`src/rtl/xgmii_pkg.sv`:
```
// XGMII bus widths, control characters and word types, referenced by scoped name from the rx stage, monitor and top
`default_nettype none

package xgmii_pkg;

	// bus geometry
	localparam int XGMII_LANES = 8;	// one byte lane per control bit
	localparam int LANE_W      = 8;	// bits per lane

	typedef logic [XGMII_LANES*LANE_W-1:0]  xgmii_data_t;	// txd/rxd, lane 0 in bits 7:0
	typedef logic [XGMII_LANES-1:0]         xgmii_ctrl_t;	// txc/rxc, bit n flags lane n as control
	typedef logic [$clog2(XGMII_LANES)-1:0] lane_idx_t;	// lane number 0..7

	// data and control always move together
	typedef struct packed {
		xgmii_data_t data;	// 64 bits
		xgmii_ctrl_t ctrl;	// 8 bits
	} xgmii_word_t;

	// control characters, only meaningful with the lane's ctrl bit set
	localparam logic [LANE_W-1:0] XGMII_IDLE  = 8'h07;	// /I/
	localparam logic [LANE_W-1:0] XGMII_START = 8'hFB;	// /S/
	localparam logic [LANE_W-1:0] XGMII_TERM  = 8'hFD;	// /T/

	// preamble bytes travel as plain data
	localparam logic [LANE_W-1:0] PREAMBLE_BYTE = 8'h55;
	localparam logic [LANE_W-1:0] SFD_BYTE      = 8'hD5;	// start frame delimiter

	// idle on every lane, sent between frames and while in reset
	localparam xgmii_word_t IDLE_WORD = '{
		data: {XGMII_LANES{XGMII_IDLE}},
		ctrl: {XGMII_LANES{1'b1}}
	};

	// decode results for one word, registered alongside the word
	typedef struct packed {
		logic      start0;	// /S/ in lane 0 with full preamble and SFD
		logic      start4;	// /S/ in lane 4, 55 55 55 in lanes 5..7
		logic      term;	// /T/ found with a legal ctrl pattern
		lane_idx_t term_lane;	// where the /T/ sits
		logic      start_1g;	// lane 0 holds control FB
		logic      term_1g;	// lane 0 holds control FD
	} word_flags_t;

endpackage

`default_nettype wire

```
`src/rtl/phy_mon_pkg.sv`:
```
// speed codes, frame monitor state, counter types and the per-frame report shared by the monitor and the top level
`default_nettype none

package phy_mon_pkg;

	// MAC speed select, codes not listed are reserved and behave as wide mode
	typedef enum logic [2:0] {
		SPEED_10G = 3'b000,
		SPEED_1G  = 3'b001,	// byte-wide, lane 0 only
		SPEED_2G5 = 3'b010,
		SPEED_5G  = 3'b101
	} fmac_speed_t;

	// frame tracking
	typedef enum logic {
		MON_IDLE,	// waiting for a start
		MON_FRAME	// between start and terminate
	} mon_state_t;

	// counter widths
	localparam int BYTE_CNT_W = 16;
	localparam int PKT_NO_W   = 16;

	typedef logic [BYTE_CNT_W-1:0] byte_cnt_t;	// bytes logged in one frame
	typedef logic [PKT_NO_W-1:0]   pkt_no_t;	// frame sequence number

	// per-word byte contributions
	localparam byte_cnt_t BYTES_FULL_WORD = 16'd8;	// lane-0 start or body word
	localparam byte_cnt_t BYTES_START4    = 16'd4;	// lanes 4..7 of a lane-4 start
	localparam byte_cnt_t BYTES_1G_WORD   = 16'd1;	// 1G mode logs lane 0 only

	localparam pkt_no_t PKT_NO_FIRST = 16'd1;	// numbering restarts here after reset

	// published once per finished frame, valid with pkt_done
	typedef struct packed {
		pkt_no_t   pkt_no;	// upper 16 bits
		byte_cnt_t byte_count;	// lower 16 bits
	} pkt_report_t;

endpackage

`default_nettype wire

```
`src/rtl/xgmii_rx_stage.sv`:
```
// receive register of the PHY emulator, picks MAC loopback or generator word and decodes start/terminate with it
`default_nettype none

module xgmii_rx_stage (
	input  wire                         x_clk,
	input  wire                         reset_,		// sync, active low
	input  wire                         rx_pkt_gen_sel,	// 1 = generator, 0 = loopback
	input  wire xgmii_pkg::xgmii_word_t xgmii_tx,		// MAC transmit word
	input  wire xgmii_pkg::xgmii_word_t gen_word,		// external packet generator
	output xgmii_pkg::xgmii_word_t      xgmii_rx,		// registered word to the MAC
	output xgmii_pkg::word_flags_t      rx_flags		// decode of the same word
);

	xgmii_pkg::xgmii_word_t  sel_word;	// word chosen this cycle
	xgmii_pkg::word_flags_t  dec_flags;	// its decode, registered with it

	// loopback or generator
	assign sel_word = rx_pkt_gen_sel ? gen_word : xgmii_tx;

	// decode runs on the selected word so flags and data land in the same register stage
	always_comb begin
		dec_flags = '0;

		// lane-0 start: D5 55 55 55 55 55 55 FB, lane 7 down to lane 0, only ctrl[0] set
		dec_flags.start0 = (sel_word.data == {xgmii_pkg::SFD_BYTE,
				{6{xgmii_pkg::PREAMBLE_BYTE}},
				xgmii_pkg::XGMII_START})
			&& (sel_word.ctrl == xgmii_pkg::xgmii_ctrl_t'(1));

		// lane-4 start, lanes 0..3 are don't care (previous frame tail or idle)
		dec_flags.start4 = (sel_word.data[4*xgmii_pkg::LANE_W +: 4*xgmii_pkg::LANE_W]
				== {{3{xgmii_pkg::PREAMBLE_BYTE}}, xgmii_pkg::XGMII_START})
			&& (sel_word.ctrl[7:4] == 4'b0001);

		// terminate in lane t: FD there, ctrl set from t upward and clear below
		for (int t = 0; t < xgmii_pkg::XGMII_LANES; t++) begin
			if ((sel_word.data[t*xgmii_pkg::LANE_W +: xgmii_pkg::LANE_W]
					== xgmii_pkg::XGMII_TERM)
					&& (sel_word.ctrl == ({xgmii_pkg::XGMII_LANES{1'b1}} << t))) begin
				dec_flags.term      = 1'b1;
				dec_flags.term_lane = xgmii_pkg::lane_idx_t'(t);	// ctrl pattern is unique per lane
			end
		end

		// 1G mode looks at lane 0 alone
		dec_flags.start_1g = sel_word.ctrl[0]
			&& (sel_word.data[xgmii_pkg::LANE_W-1:0] == xgmii_pkg::XGMII_START);
		dec_flags.term_1g  = sel_word.ctrl[0]
			&& (sel_word.data[xgmii_pkg::LANE_W-1:0] == xgmii_pkg::XGMII_TERM);
	end

	// one register stage, idle pattern while in reset
	always_ff @(posedge x_clk) begin
		if (!reset_) begin
			xgmii_rx <= xgmii_pkg::IDLE_WORD;	// all lanes /I/, all ctrl set
			rx_flags <= '0;				// no start or terminate pending
		end else begin
			xgmii_rx <= sel_word;
			rx_flags <= dec_flags;
		end
	end

endmodule

`default_nettype wire

```
`src/rtl/frame_monitor.sv`:
```
// frame monitor that tracks frames on the registered receive word, counts logged bytes and reports each finished frame
`default_nettype none

module frame_monitor (
	input  wire                          x_clk,
	input  wire                          reset_,	// sync, active low
	input  wire phy_mon_pkg::fmac_speed_t fmac_speed,	// 001 = 1G, rest wide
	input  wire xgmii_pkg::xgmii_word_t  xgmii_rx,	// registered receive word
	input  wire xgmii_pkg::word_flags_t  rx_flags,	// decode aligned to xgmii_rx
	output logic                         vld_data_flag,	// high while a frame is in progress
	output logic                         pkt_done,	// one-cycle pulse per finished frame
	output phy_mon_pkg::pkt_report_t     pkt_report	// valid with pkt_done
);

	phy_mon_pkg::mon_state_t state;
	phy_mon_pkg::pkt_no_t    pkt_num;	// number of the frame in progress
	phy_mon_pkg::byte_cnt_t  byte_cnt;	// bytes logged before this word
	phy_mon_pkg::byte_cnt_t  word_bytes;	// bytes this word adds

	logic mode_1g;		// lane-0 monitoring
	logic start_hit;	// start matching the speed mode
	logic term_hit;		// terminate matching the speed mode

	// reserved codes fall back to wide monitoring
	assign mode_1g = (fmac_speed == phy_mon_pkg::SPEED_1G);

	// only lane-0 and lane-4 starts open a frame in wide mode
	assign start_hit = mode_1g ? rx_flags.start_1g : (rx_flags.start0 || rx_flags.start4);

	assign term_hit = mode_1g ? rx_flags.term_1g : rx_flags.term;

	// bytes contributed by the current word
	always_comb begin
		if (mode_1g) begin
			word_bytes = phy_mon_pkg::BYTES_1G_WORD;	// one byte per word from start to end
		end else if (state == phy_mon_pkg::MON_IDLE) begin
			word_bytes = rx_flags.start4 ? phy_mon_pkg::BYTES_START4
				: phy_mon_pkg::BYTES_FULL_WORD;
		end else if (term_hit) begin
			word_bytes = phy_mon_pkg::byte_cnt_t'(rx_flags.term_lane) + 16'd1;	// lanes 0..t
		end else begin
			word_bytes = phy_mon_pkg::BYTES_FULL_WORD;	// body word
		end
	end

	// frame FSM, packet numbering and the done pulse
	always_ff @(posedge x_clk) begin
		if (!reset_) begin
			state    <= phy_mon_pkg::MON_IDLE;
			pkt_num  <= phy_mon_pkg::PKT_NO_FIRST;
			pkt_done <= 1'b0;
		end else begin
			pkt_done <= 1'b0;	// pulse by default low
			case (state)
				phy_mon_pkg::MON_IDLE: begin
					if (start_hit) begin
						state <= phy_mon_pkg::MON_FRAME;
					end
				end
				phy_mon_pkg::MON_FRAME: begin
					if (term_hit) begin
						state    <= phy_mon_pkg::MON_IDLE;
						pkt_done <= 1'b1;	// same cycle vld_data_flag drops
						pkt_num  <= pkt_num + 16'd1;
					end
				end
				default: begin
					state <= phy_mon_pkg::MON_IDLE;
				end
			endcase
		end
	end

	// byte accumulation and report capture
	always_ff @(posedge x_clk) begin
		if (state == phy_mon_pkg::MON_IDLE) begin
			byte_cnt <= word_bytes;	// start word seeds the count
		end else begin
			byte_cnt <= byte_cnt + word_bytes;
		end

		if ((state == phy_mon_pkg::MON_FRAME) && term_hit) begin
			pkt_report <= '{pkt_no: pkt_num, byte_count: byte_cnt + word_bytes};	// includes terminate
		end
	end

	// high one cycle after the start word reaches xgmii_rx
	assign vld_data_flag = (state == phy_mon_pkg::MON_FRAME);

endmodule

`default_nettype wire

```
`src/rtl/phy_emulator_top.sv`:
```
// top of the XGMII PHY emulator receive side, rx register stage feeding the frame monitor
`default_nettype none

module phy_emulator_top (
	input  wire                           x_clk,
	input  wire                           reset_,		// sync, active low
	input  wire phy_mon_pkg::fmac_speed_t fmac_speed,	// 001 = 1G, others wide
	input  wire                           rx_pkt_gen_sel,	// 1 = generator, 0 = loopback
	input  wire xgmii_pkg::xgmii_word_t   xgmii_tx,		// MAC transmit side
	input  wire xgmii_pkg::xgmii_word_t   gen_word,		// external packet generator
	output xgmii_pkg::xgmii_word_t        xgmii_rx,		// to the MAC receive side
	output logic                          vld_data_flag,	// frame in progress
	output logic                          pkt_done,		// frame finished, one cycle
	output phy_mon_pkg::pkt_report_t      pkt_report	// number and byte count
);

	// decode of xgmii_rx, same cycle as the word
	wire xgmii_pkg::word_flags_t rx_flags;

	// inputs to xgmii_rx and rx_flags, one cycle
	xgmii_rx_stage u_rx_stage (
		.x_clk          (x_clk),
		.reset_         (reset_),
		.rx_pkt_gen_sel (rx_pkt_gen_sel),
		.xgmii_tx       (xgmii_tx),
		.gen_word       (gen_word),
		.xgmii_rx       (xgmii_rx),
		.rx_flags       (rx_flags)
	);

	// flags to vld_data_flag and pkt_done, one more cycle
	frame_monitor u_frame_monitor (
		.x_clk         (x_clk),
		.reset_        (reset_),
		.fmac_speed    (fmac_speed),
		.xgmii_rx      (xgmii_rx),
		.rx_flags      (rx_flags),
		.vld_data_flag (vld_data_flag),
		.pkt_done      (pkt_done),
		.pkt_report    (pkt_report)
	);

endmodule

`default_nettype wire

```
`config.mk`:
```
export PLATFORM = sky130hd
export DESIGN_NAME = phy_emulator_top
export DESIGN_NICKNAME = d
export VERILOG_FILES = /design/src/rtl/xgmii_pkg.sv /design/src/rtl/phy_mon_pkg.sv /design/src/rtl/xgmii_rx_stage.sv /design/src/rtl/frame_monitor.sv /design/src/rtl/phy_emulator_top.sv
export SDC_FILE = /design/constraint.sdc
export NUM_CORES = 1
export LEC_CHECK = 0
export ABC_AREA = 1
export BUFFER_PORTS_ARGS = -buffer_cell sky130_fd_sc_hd__buf_2
export CAP_MARGIN = 40
export CORE_ASPECT_RATIO = 0.9
export CORE_MARGIN = 1
export CORE_UTILIZATION = 44
export DETAILED_ROUTE_END_ITERATION = 10
export HOLD_SLACK_MARGIN = 0.08
export PLACE_DENSITY = 0.85
export SLEW_MARGIN = 20
export SYNTH_ARGS = -nofsm -noshare
export SYNTH_HDL_FRONTEND = slang
export SYNTH_SLANG_ARGS = --single-unit
```
`constraint.sdc`:
```
create_clock -name x_clk -period 2.7 [get_ports x_clk]
set_input_delay 0.54 -clock x_clk [delete_from_list [all_inputs] [get_ports x_clk]]
set_output_delay 0.54 -clock x_clk [all_outputs]
set_load 0.005 [all_outputs]
```
Word-level counts from Yosys, hierarchy flattened
Cells that the tools add are included.
- add/subtract/negate cells: 3
- $mul: 0
- divide/modulo/power cells: 0
- order comparisons: 0
- eq/ne operators: 22
- shifts and indexed selects: 0
- mux-type cells: 20
- bitwise operators: 1
- reduce and logical (&&, ||, !) cells: 16
- operators by type and width (kind ; count):
    equality test 8 bit, second input constant ; 17
    two-way mux 72 bit ; 1
    equality test 64 bit, second input constant ; 1
    two-way mux 16 bit ; 4
    two-way mux 4 bit ; 9
    equality test 32 x 31 -> 1 bit, second input constant ; 1
    adder 16 x 1 -> 16 bit, second input constant ; 1
    adder 16 bit ; 1
    logical AND 1 bit ; 13
    equality test 8 x 1 -> 1 bit, second input constant ; 1
    two-way mux 1 bit ; 5
    adder 3 x 1 -> 4 bit, second input constant ; 1
    equality test 4 x 1 -> 1 bit, second input constant ; 1
    AND reduction 2 bit ; 2
    equality test 3 x 1 -> 1 bit, second input constant ; 1
    case mux 1 bit (2 select lines) ; 1
    logical OR 1 bit ; 1
    inverter 1 bit ; 1
- flip-flop bits (word level): 146
- bits in latches: 0
- RAM bits: 0
- bits in read-only memories: 0
- input port bits: 150
- output and inout bits: 106
- word-level logic and storage cells: 76
- memories kept: 0

Longest topological paths before layout
Gate-level depths: netlist (run 1).
- depth in word-level cells: 11
- depth in mapped cells: 19
- depth with buffers taken out: 19

Modules after synthesis
From an unflattened synthesis (run 1), not the netlist that was laid out.
- cell total of the unflattened synthesis: 948
- area, all modules: 6830.3 um^2
- by module, submodules not included (module ; instances ; cells an instance ; area each (um^2) ; seq. area each (um^2)):
    xgmii_rx_stage ; 1 ; 614 ; 3849.9 ; 1601.5
    frame_monitor ; 1 ; 334 ; 2980.4 ; 1641.6

Worst setup path after synthesis (run 1)
OpenSTA, ideal clock, no wires.
- path type: input to register
- from: input port fmac_speed[2]
- to: register, netlist name u_frame_monitor.pkt_report[11]
- setup time: 0.257 ns
- data arrival time: 2.496 ns
- data required time: 2.443 ns
- path slack: -0.053 ns
- stages: 15
- path buffers: 0
- cell sequence: inv_1 > nand3b_4 > inv_1 > nand2_1 > nand2_1 > nand2_1 > or2_2 > a21oi_1 > ha_1 > a21oi_1 > nand2_1 > a21oi_1 > nor3_1 > xor2_1 > inv_1
- cells in the longest elaborated chain, start to end: 6
- RTL lines (item ; line ; source):
    from (decl) ; phy_emulator_top.sv:7 ; input wire phy_mon_pkg::fmac_speed_t fmac_speed,
    equality test 3 x 1 -> 1 bit * ; frame_monitor.sv:25 ; assign mode_1g = (fmac_speed == phy_mon_pkg::SPEED_1G);
    two-way mux 1 bit ; frame_monitor.sv:30 ; assign term_hit = mode_1g ? rx_flags.term_1g : rx_flags.term;
    two-way mux 16 bit ; frame_monitor.sv:39 ; end else if (term_hit) begin
    two-way mux 16 bit ; frame_monitor.sv:36 ; end else if (state == phy_mon_pkg::MON_IDLE) begin
    two-way mux 16 bit * ; frame_monitor.sv:34 ; if (mode_1g) begin
    adder 16 bit * ; frame_monitor.sv:83 ; pkt_report <= '{pkt_no: pkt_num, byte_count: byte_cnt + word_bytes};
Every way passes the cells marked *; elsewhere a longest branch is shown, timed or not.
A chain may end at the register's enable or synchronous reset.

Worst setup path in the final report (run 1)
- from: register, netlist name u_rx_stage.rx_flags[2]
- to: register, netlist name u_frame_monitor.pkt_report[11]
- cells in the longest elaborated chain, start to end: 5
- RTL lines (item ; line ; source):
    adder 3 x 1 -> 4 bit ; frame_monitor.sv:40 ; word_bytes = phy_mon_pkg::byte_cnt_t'(rx_flags.term_lane) + 16'd1;
    two-way mux 16 bit ; frame_monitor.sv:39 ;
    two-way mux 16 bit ; frame_monitor.sv:36 ;
    two-way mux 16 bit ; frame_monitor.sv:34 ;
    adder 16 bit ; frame_monitor.sv:83 ;
No other way between the ends.

==> results of run 1 <==
metrics by stage:
stage | TNS [ns] | setup slack [ns]
finish | 0 | 0.180
global route | 0 | 0.0114
CTS | 0 | 0.146
detailed placement | -1.18 | -0.149
global placement | -0.496 | -0.102
floorplan | 0 | 0.0186
cell families after synthesis:
| logic type | after synthesis | synth area share [%] |
|---|---|---|
| compound gates | 70 | 5.41 |
| xor+xnor | 20 | 2.65 |
| fa+ha+maj | 7 | 1.44 |
| buf+inv | 153 | 9.72 |
| flops | 146 | 49.0 |
| mux | 1 | 0.151 |
| simple gates | 510 | 31.6 |
flip-flops by register name, summed over array words and instances, names as in the netlist:
register,count
u_rx_stage.xgmii_rx,72
u_frame_monitor.pkt_report,32
u_frame_monitor.byte_cnt,16
u_frame_monitor.pkt_num,16
u_rx_stage.rx_flags,8
u_frame_monitor.pkt_done,1
u_frame_monitor.vld_data_flag,1
power by group:
group / total [mW] / internal, mW / leakage (nW) / switching (mW)
logic: 0.542 / 0.226 / 2.96 / 0.316
clock network: 2.37 / 1.40 / 0.283 / 0.970
registers: 2.31 / 2.29 / 1.27 / 0.0182
path summary, 6_finish.rpt:
check / end / cells after the start / slack, ns
setup reg to reg: u_frame_monitor.pkt_report[11]$_DFFE_PP_ / 11 / 0.18
hold / removal: u_rx_stage.xgmii_rx[25]$_SDFF_PN1_ / 3 / 0.33
hold reg to reg: u_frame_monitor.vld_data_flag$_SDFF_PN0_ / 2 / 0.48
setup / recovery: u_frame_monitor.pkt_report[11]$_DFFE_PP_ / 11 / 0.18
cells in the mapped netlist, drive strengths merged, types with 3 or more instances:
cell type  instances  area (um2)
ha                 6        75.1
nand2            312        1180
xor2              15         131
clkbuf             9        33.8
nand4             10        62.6
nor4               6        37.5
nand3b             5        50.1
inv              124         468
xnor2              5        43.8
edfxtp            32         961
and2               3        18.8
a21oi             28         144
nor3              15        75.1
o21ai             40         200
nor2             121         467
or2                3        18.8
nand3             33         165
dfxtp            114        2280
buf               20         141
timing repair:
| action | in CTS | in global routing |
|---|---|---|
| setup buffers | 0 | 1 |
| resized for setup | 0 | 3 |
| hold buffers | 0 | 0 |
| endpoints found under the setup margin | 0 | 4 |
| hold endpoints to repair | 0 | 0 |
layer usage:
metal,GRT usage [%],wire length (um),up-vias
li1,-,-,3339
met1,27.1,7260,2991
met2,43.8,9390,262
met3,8.15,1410,32
met4,10.2,563,0
met5,0,0,-
final cells by class:
| type | count | area, um2 | area share, % |
|---|---|---|---|
| Clock buffer | 18 | 439 | 5.01 |
| Clock inverter | 14 | 155 | 1.77 |
| Inverter | 124 | 468 | 5.34 |
| Multi-Input combinational cell | 608 | 2750 | 31.4 |
| Sequential cell | 146 | 3240 | 37.0 |
| Tap cell | 198 | 248 | 2.83 |
| Timing Repair Buffer | 277 | 1460 | 16.6 |
worst reg2reg max path, stage by stage, from the launching register on:
cell,delay (ns)
dfxtp_1,0.33
ha_1,0.21
xnor2_1,0.12
or2_2,0.30
a21oi_2,0.16
ha_1,0.29
a21oi_1,0.14
nand2_1,0.14
a21oi_4,0.21
nor3_2,0.07
xor2_1,0.22
inv_1,0.07
==> flow_metrics.env, run 1 <==
export IMPL_drtIter0Drc=433
export IMPL_final_hold_violation_count=0
export IMPL_skew_ns=0.00664
export IMPL_path_cells="ha_1 > xnor2_1 > or2_2 > a21oi_2 > ha_1 > a21oi_1 > nand2_1 > a21oi_4 > nor3_2 > xor2_1 > inv_1"
export IMPL_ys_types=34
export IMPL_cts_root_buf="clkbuf_16"
export IMPL_num_nets_final=1331
export IMPL_cts_tree="done"
export IMPL_cts_clk_slew_worst_paths_ns=0.06
export IMPL_grt_max_degree=47
export IMPL_worst_ep_required_time_ns=2.88
export IMPL_yosysWarningCount=0
export IMPL_ys_seq_area_share_pct=49.0
export IMPL_dr_total_vias=6624
export IMPL_fin_crit_sh_pct=93.3
export IMPL_worstReg2RegStart="u_rx_stage.rx_flags[2]$_SDFF_PN0_"
export IMPL_setup_viol=0
export IMPL_slowest_stage="dfxtp_1"
export IMPL_place_gp_congestion=0.868
export IMPL_num_rows=42
export IMPL_syn_area_um2=6620
export IMPL_syn_nets=1064
export IMPL_grt_pass1_wl_mm=29.7
export IMPL_insertion_delay_ns=0.43
export IMPL_leakagePower_nw=4.51
export IMPL_mostFrequentLayoutCell="nand2_1"
export IMPL_grt_pass1_vias=6148
export IMPL_cts_sinks=146
export IMPL_ys_ff_latch=146
export IMPL_relSlewSlack_pct=56.8
export IMPL_syn_to_final_growth_pct=32.4
export IMPL_whs_ns=0.331
export IMPL_synth_edf_count=32
export IMPL_drt_total_wl_mm=18.6
export IMPL_grt_usage_pct=24.7
export IMPL_powerDensity_nw_per_um2=596
export IMPL_hp_class="in -> reg"
export IMPL_dp_cells=1352
export IMPL_ios=256
export IMPL_viasPerCell=4.78
export IMPL_crit_family="simple AND/OR/NAND/NOR gates"
export IMPL_worstPathArrival_ns=2.70
export IMPL_cpMostUsedCell="ha_1"
export IMPL_place_hpwl_mm=14.0
export IMPL_crit_fanout=4
export IMPL_die_h_um=118
export IMPL_htreeDepth=4
export IMPL_ys_flop_type="dfxtp_1"
export IMPL_max_freq_mhz=397
export IMPL_drtAntennaViolNets=0
export IMPL_grt_overflow=0
export IMPL_maxSlewViolCount=0
export IMPL_n_antenna_cell=0
export IMPL_fin_area_um2=8760
export IMPL_cpPeakStageDelay_ns=0.33
export IMPL_crit_path_start_kind="flip-flop"
export IMPL_place_area_um2=8140
export IMPL_antenna_found_initial=0
export IMPL_drtPass1Iterations=5
export IMPL_nFillCells=1324
export IMPL_fin_cells=1385
export IMPL_final_layout_size_suffix_gt1_share_pct=27.6
export IMPL_synthArstFlopShare_pct=0
export IMPL_final_util_pct=59.5
export IMPL_critPathLaunch="u_rx_stage.rx_flags[2]$_SDFF_PN0_"
export IMPL_syn_instance_count=907
export IMPL_tightest_slew_ns=0.647
export IMPL_irDropWorstVdd_mv=0.433
export IMPL_crit_buf_inv=1
export IMPL_endpoint_kind="flip-flop"
export IMPL_die_area_um2=15500
export IMPL_drc=0
export IMPL_finalPower_mw=5.22
export IMPL_port_buffers=255
export IMPL_cts_buffers=17
export IMPL_cts_max_path_buffers=2
export IMPL_final_cell_mix="307 x nand2_1, 254 x buf_2, 120 x inv_1"
export IMPL_drv_cap=0
export IMPL_rsz0062_at_grt="false"
export IMPL_die_x_um=131
export IMPL_worstSetupPathType="reg -> reg"
export IMPL_coreArea_um2=14700
export IMPL_synth_area_per_cell_um2=7.30
export IMPL_min_from="xgmii_tx[25]"
export IMPL_wire_per_inst_um=13.4
export IMPL_status="finished, final reports clean"
export IMPL_min_period_ns=2.52
export IMPL_initial_core_util_pct=45.0
Note: power is estimated with default switching activity, not from simulation.
==> run 2, diff against run 1 <==
--- a/config.mk
+++ b/config.mk
@@ -13,7 +13,7 @@
 export CORE_UTILIZATION = 44
 export DETAILED_ROUTE_END_ITERATION = 10
 export HOLD_SLACK_MARGIN = 0.08
-export PLACE_DENSITY = 0.85
+export PLACE_DENSITY = 0.86
 export SLEW_MARGIN = 20
 export SYNTH_ARGS = -nofsm -noshare
 export SYNTH_HDL_FRONTEND = slang
==> flow_metrics.env, run 2 (synthesis gave the netlist of run 1 again) <==
export IMPL_min_period_ns=2.48
export IMPL_cts_clk_slew_worst_paths_ns=0.06
export IMPL_num_rows=42
export IMPL_nFillCells=1321
export IMPL_drtPass1Iterations=5
export IMPL_reg2reg_slack_ns=0.27
export IMPL_ff2ff_path_depth=11
export IMPL_wire_per_inst_um=13.4
export IMPL_final_hold_violation_count=0
export IMPL_maxSlewViolCount=0
export IMPL_grt_usage_pct=24.5
export IMPL_cts_max_path_buffers=2
export IMPL_switching_share_pct=25.7
export IMPL_worstPathArrival_ns=2.85
export IMPL_worst_ep_required_time_ns=3.07
export IMPL_drt_total_wl_mm=18.6
export IMPL_path_cells="buf_2 > inv_1 > nand3b_4 > inv_1 > nand2_1 > nand2_1 > nand2_1 > buf_4 > inv_1 > nand2_1 > nand3_1 > inv_1 > ha_1 > nand3_1 > nand3_1 > nand2_1 > nor2_4 > nand2_1 > nor2_1 > xor2_1 > and2_1"
export IMPL_grt_overflow=0
export IMPL_powerDensity_nw_per_um2=587
export IMPL_hold_end="u_rx_stage.xgmii_rx[17]$_SDFF_PN1_"
export IMPL_port_buffers=255
export IMPL_cts_tree="done"
export IMPL_reg_top3="u_rx_stage.xgmii_rx (72), u_frame_monitor.pkt_report (32)"
export IMPL_p_comb_share_pct=10.6
export IMPL_drtAntennaViolNets=0
export IMPL_top_register="u_rx_stage.xgmii_rx"
export IMPL_slowest_stage="ha_1"
export IMPL_ios=256
export IMPL_grt_pass1_vias=6287
export IMPL_syn_to_final_growth_pct=31.9
export IMPL_antenna_found_initial=1
export IMPL_coreArea_um2=14700
export IMPL_max_freq_mhz=404
export IMPL_mostFrequentLayoutCell="nand2_1"
export IMPL_place_hpwl_mm=14.2
export IMPL_whs_ns=0.338
export IMPL_skew_ns=0.00902
export IMPL_drv_cap=0
export IMPL_min_from="xgmii_tx[17]"
export IMPL_rr_endpoint="u_frame_monitor.pkt_report[9]$_DFFE_PP_"
export IMPL_grt_pass1_wl_mm=29.7
export IMPL_worstSetupPathType="in -> reg"
export IMPL_p_sw_mw=1.32
export IMPL_final_layout_size_suffix_gt1_share_pct=27.5
export IMPL_cpPeakStageDelay_ns=0.37
export IMPL_crit_fanout=5
export IMPL_clkPwrFrac_pct=44.3
export IMPL_cpMostUsedCell="nand2_1"
export IMPL_die_h_um=118
export IMPL_irDropWorstVdd_mv=0.441
export IMPL_crit_path_start_kind="input port"
export IMPL_hp_class="in -> reg"
export IMPL_die_area_um2=15500
export IMPL_whs_path_depth=3
export IMPL_endpoint_kind="flip-flop"
export IMPL_cts_sinks=146
export IMPL_drc=0
export IMPL_fin_crit_sh_pct=91.7
export IMPL_final_util_pct=59.3
export IMPL_tightest_slew_ns=0.638
export IMPL_cts_buffers=17
export IMPL_die_x_um=131
export IMPL_initial_core_util_pct=45.0
export IMPL_viasPerCell=4.75
export IMPL_final_cell_mix="307 x nand2_1, 254 x buf_2, 120 x inv_1"
export IMPL_grt_max_degree=78
export IMPL_dr_total_vias=6569
export IMPL_place_gp_congestion=0.884
export IMPL_htreeDepth=4
export IMPL_finalPower_mw=5.13
export IMPL_power_frac_seq_pct=45.1
export IMPL_largest_reg_flops=72
export IMPL_setup_viol=0
export IMPL_num_nets_final=1328
export IMPL_worstReg2RegStart="u_rx_stage.rx_flags[2]$_SDFF_PN0_"
export IMPL_p_int_mw=3.81
export IMPL_relSlewSlack_pct=57.1
export IMPL_postCtsSetupRepairBufs=0
export IMPL_status="finished, final reports clean"
export IMPL_leakagePower_nw=4.49
export IMPL_drtIter0Drc=415
export IMPL_cts_root_buf="clkbuf_16"
export IMPL_insertion_delay_ns=0.42
-- run 2: stage by stage --
stage	TNS, ns	setup WS, ns	area [um2]	cells
finish	0	0.224	8730	1383
global route	-0.0102	-0.0102	8730	1383
CTS	0	0.208	8710	1382
detailed placement	-2.16	-0.188	8140	1350
global placement	-0.514	-0.103	8140	1350
floorplan	0	0.0186	6620	907
-- run 2: power by group through the flow --
stage / clock, mW / combinational (mW) / sequential, mW
final: 2.27 / 0.543 / 2.31
after global routing: 2.39 / 0.610 / 2.32
after CTS: 2.30 / 0.546 / 2.31
after detailed placement: 0 / 0.543 / 2.36
after global placement: 0 / 0.534 / 2.36
after floorplan: 0 / 0.269 / 2.37
-- run 2: worst max-delay path: cells and delay by family --
| family | cells | cell delay [ns] |
|---|---|---|
| AND/OR/NAND/NOR | 13 | 1.22 |
| buffers and inverters | 6 | 0.50 |
| adder cells (fa/ha/maj) | 1 | 0.37 |
| XOR/XNOR | 1 | 0.20 |
-- run 2: timing repair --
action / CTS / global route
endpoints found under the setup margin: 0 / 8
hold buffers: 0 / 0
gates resized for setup: 0 / 3
-- run 2: worst max path at each step --
| stage | to | startpoint |
|---|---|---|
| finish | u_frame_monitor.byte_cnt[10]$_SDFF_PN0_ | fmac_speed[2] |
| global route | u_frame_monitor.byte_cnt[10]$_SDFF_PN0_ | fmac_speed[2] |
| CTS | u_frame_monitor.pkt_report[9]$_DFFE_PP_ | u_rx_stage.rx_flags[2]$_SDFF_PN0_ |
| detailed placement | u_frame_monitor.pkt_report[14]$_DFFE_PP_ | fmac_speed[2] |
| global placement | u_frame_monitor.pkt_report[11]$_DFFE_PP_ | fmac_speed[2] |
| floorplan | u_frame_monitor.pkt_report[11]$_DFFE_PP_ | fmac_speed[2] |
-- run 2: area by class of cell --
| cell class | instances | area [um2] | area share, % |
|---|---|---|---|
| antenna | 1 | 2.50 | 0.0287 |
| tap | 198 | 248 | 2.84 |
| multi-input combinational | 608 | 2750 | 31.5 |
| clock inverter | 15 | 146 | 1.68 |
| inverter | 124 | 468 | 5.36 |
| sequential | 146 | 3240 | 37.1 |
| clock buffer | 17 | 425 | 4.87 |
| timing repair buffer | 274 | 1450 | 16.6 |
-- run 2: routing by layer --
metal | share of wire, % | vias to the layer above | GRT usage [%]
li1 | - | 3342 | -
met1 | 39 | 2944 | 26.0
met3 | 6.9 | 35 | 7.76
met4 | 2.4 | 0 | 10.4
met2 | 51 | 248 | 44.6
met5 | 0 | - | 0
==> run 3, diff against run 2 <==
--- a/config.mk
+++ b/config.mk
@@ -10,11 +10,12 @@
 export CAP_MARGIN = 40
 export CORE_ASPECT_RATIO = 0.9
 export CORE_MARGIN = 1
-export CORE_UTILIZATION = 44
+export CORE_UTILIZATION = 45
 export DETAILED_ROUTE_END_ITERATION = 10
 export HOLD_SLACK_MARGIN = 0.08
-export PLACE_DENSITY = 0.86
+export PLACE_DENSITY = 0.87
 export SLEW_MARGIN = 20
 export SYNTH_ARGS = -nofsm -noshare
 export SYNTH_HDL_FRONTEND = slang
+export SYNTH_HIERARCHICAL = 1
 export SYNTH_SLANG_ARGS = --single-unit
==> flow_metrics.env, run 3 <==
export IMPL_multi_input_area_um2=2840
export IMPL_cts_root_buf="clkbuf_16"
export IMPL_yosysMostFrequentCell="nand2_1"
export IMPL_worstReg2RegStart="u_rx_stage/rx_flags[5]$_SDFF_PN0_"
export IMPL_worst_ep_required_time_ns=2.87
export IMPL_min_from="xgmii_tx[65]"
export IMPL_reg2reg_slack_ns=0.27
export IMPL_ys_seq_area_share_pct=47.5
export IMPL_antenna_found_initial=0
export IMPL_nFillCells=1315
export IMPL_drv_cap=0
export IMPL_drtAntennaViolNets=0
export IMPL_critPathLaunch="fmac_speed[1]"
export IMPL_port_buffers=255
export IMPL_worstPathArrival_ns=2.61
export IMPL_max_freq_mhz=409
export IMPL_skew_ns=0.00554
export IMPL_cts_max_path_buffers=2
export IMPL_worstSetupPathType="in -> reg"
export IMPL_place_hpwl_mm=13.8
export IMPL_drt_total_wl_mm=18.3
export IMPL_yosysWarningCount=6
export IMPL_grt_pass1_vias=6313
export IMPL_final_hold_violation_count=0
export IMPL_cts_buffers=17
export IMPL_synthTopCellsByCount="326 x nand2_1, 139 x inv_1, 124 x nor2_1, 114 x dfxtp_1, 46 x nand3_1"
export IMPL_mostFrequentLayoutCell="nand2_1"
export IMPL_initial_core_util_pct=46.3
export IMPL_power_frac_seq_pct=42.7
export IMPL_slowest_stage="fa_2"
export IMPL_synth_area_per_cell_um2=7.20
export IMPL_whs_path_depth=3
export IMPL_place_gp_congestion=0.883
export IMPL_setup_viol=0
export IMPL_die_x_um=132
export IMPL_relSlewSlack_pct=64.8
export IMPL_p_int_mw=4.13
export IMPL_drtIter0Drc=389
export IMPL_insertion_delay_ns=0.41
export IMPL_fin_cells=1422
export IMPL_hold_buffers=0
export IMPL_num_nets_final=1368
export IMPL_synth_top_area_cell="dfxtp_1"
export IMPL_seq_area_um2=3240
export IMPL_ys_ff_latch=146
export IMPL_htreeDepth=4
export IMPL_whs_ns=0.341
export IMPL_dp_cells=1390
export IMPL_syn_instance_count=948
export IMPL_netlist_area_leader_share_pct=33.4
export IMPL_ys_flop_type="dfxtp_1"
export IMPL_cts_sinks=146
export IMPL_cts_tree="done"
export IMPL_dr_total_vias=6790
export IMPL_num_rows=42
export IMPL_leakagePower_nw=4.62
export IMPL_rsz0062_at_grt="false"
export IMPL_ios=256
export IMPL_syn_nets=1105
export IMPL_synthArstFlopShare_pct=0
export IMPL_hold_end="u_rx_stage/xgmii_rx[65]$_SDFF_PN1_"
export IMPL_grt_usage_pct=23.7
export IMPL_final_cell_mix="325 x nand2_1, 254 x buf_2, 136 x inv_1"
export IMPL_fin_crit_sh_pct=90.5
export IMPL_irDropWorstVdd_mv=0.441
export IMPL_syn_area_um2=6830
export IMPL_min_period_ns=2.44
export IMPL_cts_clk_slew_worst_paths_ns=0.06
export IMPL_ff2ff_path_depth=16
export IMPL_wire_per_inst_um=12.9
export IMPL_endpoint_kind="flip-flop"
export IMPL_grt_pass1_wl_mm=29.3
export IMPL_drtPass1Iterations=6
export IMPL_coreArea_um2=14800
export IMPL_rr_endpoint="u_frame_monitor/pkt_report[14]$_DFFE_PP_"
export IMPL_path_cells="buf_2 > inv_8 > nand3_4 > nand2_2 > nand2_4 > nor2_8 > inv_2 > o21ai_2 > ha_2 > inv_2 > fa_2 > nand3b_1 > nand2_2 > nand3_2 > inv_2 > nand2_1 > nand2_1 > nand2_1"
export IMPL_crit_path_start_kind="input port"
export IMPL_p_sw_mw=1.29
export IMPL_n_antenna_cell=0
export IMPL_crit_fanout=4
export IMPL_yosys_top_cells_area="dfxtp_1 33%, nand2_1 18%, edfxtp_1 14%"
export IMPL_clkPwrFrac_pct=47.0
export IMPL_die_h_um=119
export IMPL_p_comb_share_pct=10.3
export IMPL_syn_to_final_growth_pct=31.5
export IMPL_cpPeakStageDelay_ns=0.35
export IMPL_ys_types=34
export IMPL_hp_class="in -> reg"
export IMPL_status="finished, final reports clean"
export IMPL_die_area_um2=15700
export IMPL_synth_edf_count=32
export IMPL_postCtsSetupRepairBufs=0
export IMPL_drc=0
export IMPL_tightest_slew_ns=0.523
export IMPL_grt_overflow=0
export IMPL_largest_reg_flops=72
export IMPL_grt_max_degree=45
export IMPL_maxSlewViolCount=0
export IMPL_reg_top3="u_rx_stage/xgmii_rx (72), u_frame_monitor/pkt_report (32)"
export IMPL_viasPerCell=4.77
export IMPL_powerDensity_nw_per_um2=604
export IMPL_switching_share_pct=23.7
export IMPL_top_register="u_rx_stage/xgmii_rx"
export IMPL_final_layout_size_suffix_gt1_share_pct=28.0
export IMPL_ctsResizeCount=0
## run 3: through the flow
stage	total power [mW]	worst slack (ns)	util (%)	setup TNS (ns)	instance area, um2
finish	5.42	0.256	60.8	0	8980
global placement	2.91	0.0215	56.3	0	8320
CTS	5.46	0.291	60.8	0	8980
detailed placement	2.92	-0.106	56.3	-0.250	8320
floorplan	2.66	0.000493	-	0	6860
global route	5.63	0.161	60.8	0	8980
## run 3: cells by family (layout without fill, tap and decap cells)
kind of cell | count (synthesis) | count (layout) | synth area share (%)
AO/OA/AOI/OAI | 58 | 58 | 4.38
multiplexers | 1 | 1 | 0.147
flip-flops | 146 | 146 | 47.5
XOR/XNOR | 11 | 11 | 1.52
buffers and inverters | 172 | 448 | 11.2
adder cells (fa/ha/maj) | 7 | 7 | 1.39
AND/OR/NAND/NOR | 553 | 553 | 33.9
## run 3: worst max-delay path by stage
stage,end,slack [ns],depth (start not counted)
after floorplan,u_frame_monitor/pkt_report[8]$_DFFE_PP_,0.0005,16
after global placement,u_frame_monitor/pkt_report[8]$_DFFE_PP_,0.02,16
after detailed placement,u_frame_monitor/pkt_report[14]$_DFFE_PP_,-0.11,18
after CTS,u_frame_monitor/pkt_report[14]$_DFFE_PP_,0.29,16
after global routing,u_frame_monitor/pkt_report[9]$_DFFE_PP_,0.16,14
final,u_frame_monitor/pkt_report[14]$_DFFE_PP_,0.26,18
## run 3: layout make-up
class / count / share of cell area (%)
multi-input cells: 630 / 31.7
well taps: 198 / 2.76
clock buffers: 22 / 5.89
inverters: 143 / 6.09
repair buffers: 273 / 16.0
flip-flops and latches: 146 / 36.1
clock inverters: 10 / 1.45
## run 3: power by group through the flow
stage,Clock [mW],Sequential (mW),Combinational (mW)
6_report,2.55,2.32,0.557
5_1_grt,2.68,2.32,0.626
4_1_cts,2.59,2.32,0.558
3_5_place_dp,0,2.36,0.555
3_3_place_gp,0,2.36,0.545
2_1_floorplan,0,2.37,0.289
## run 3: critical path, delay by kind of cell
family	cells	cell delay, ns
buffers and inverters	5	0.35
AND/OR/NAND/NOR	10	1.05
AO/OA/AOI/OAI	1	0.11
adder cells (fa/ha/maj)	2	0.55
## run 3: routing by layer
layer,vias to the layer above,GRT usage (%),routed length [um]
li1,3424,-,-
met1,3059,26.5,7380
met2,276,43.4,9380
met3,31,6.26,1240
met4,0,8.36,342
met5,-,0,0
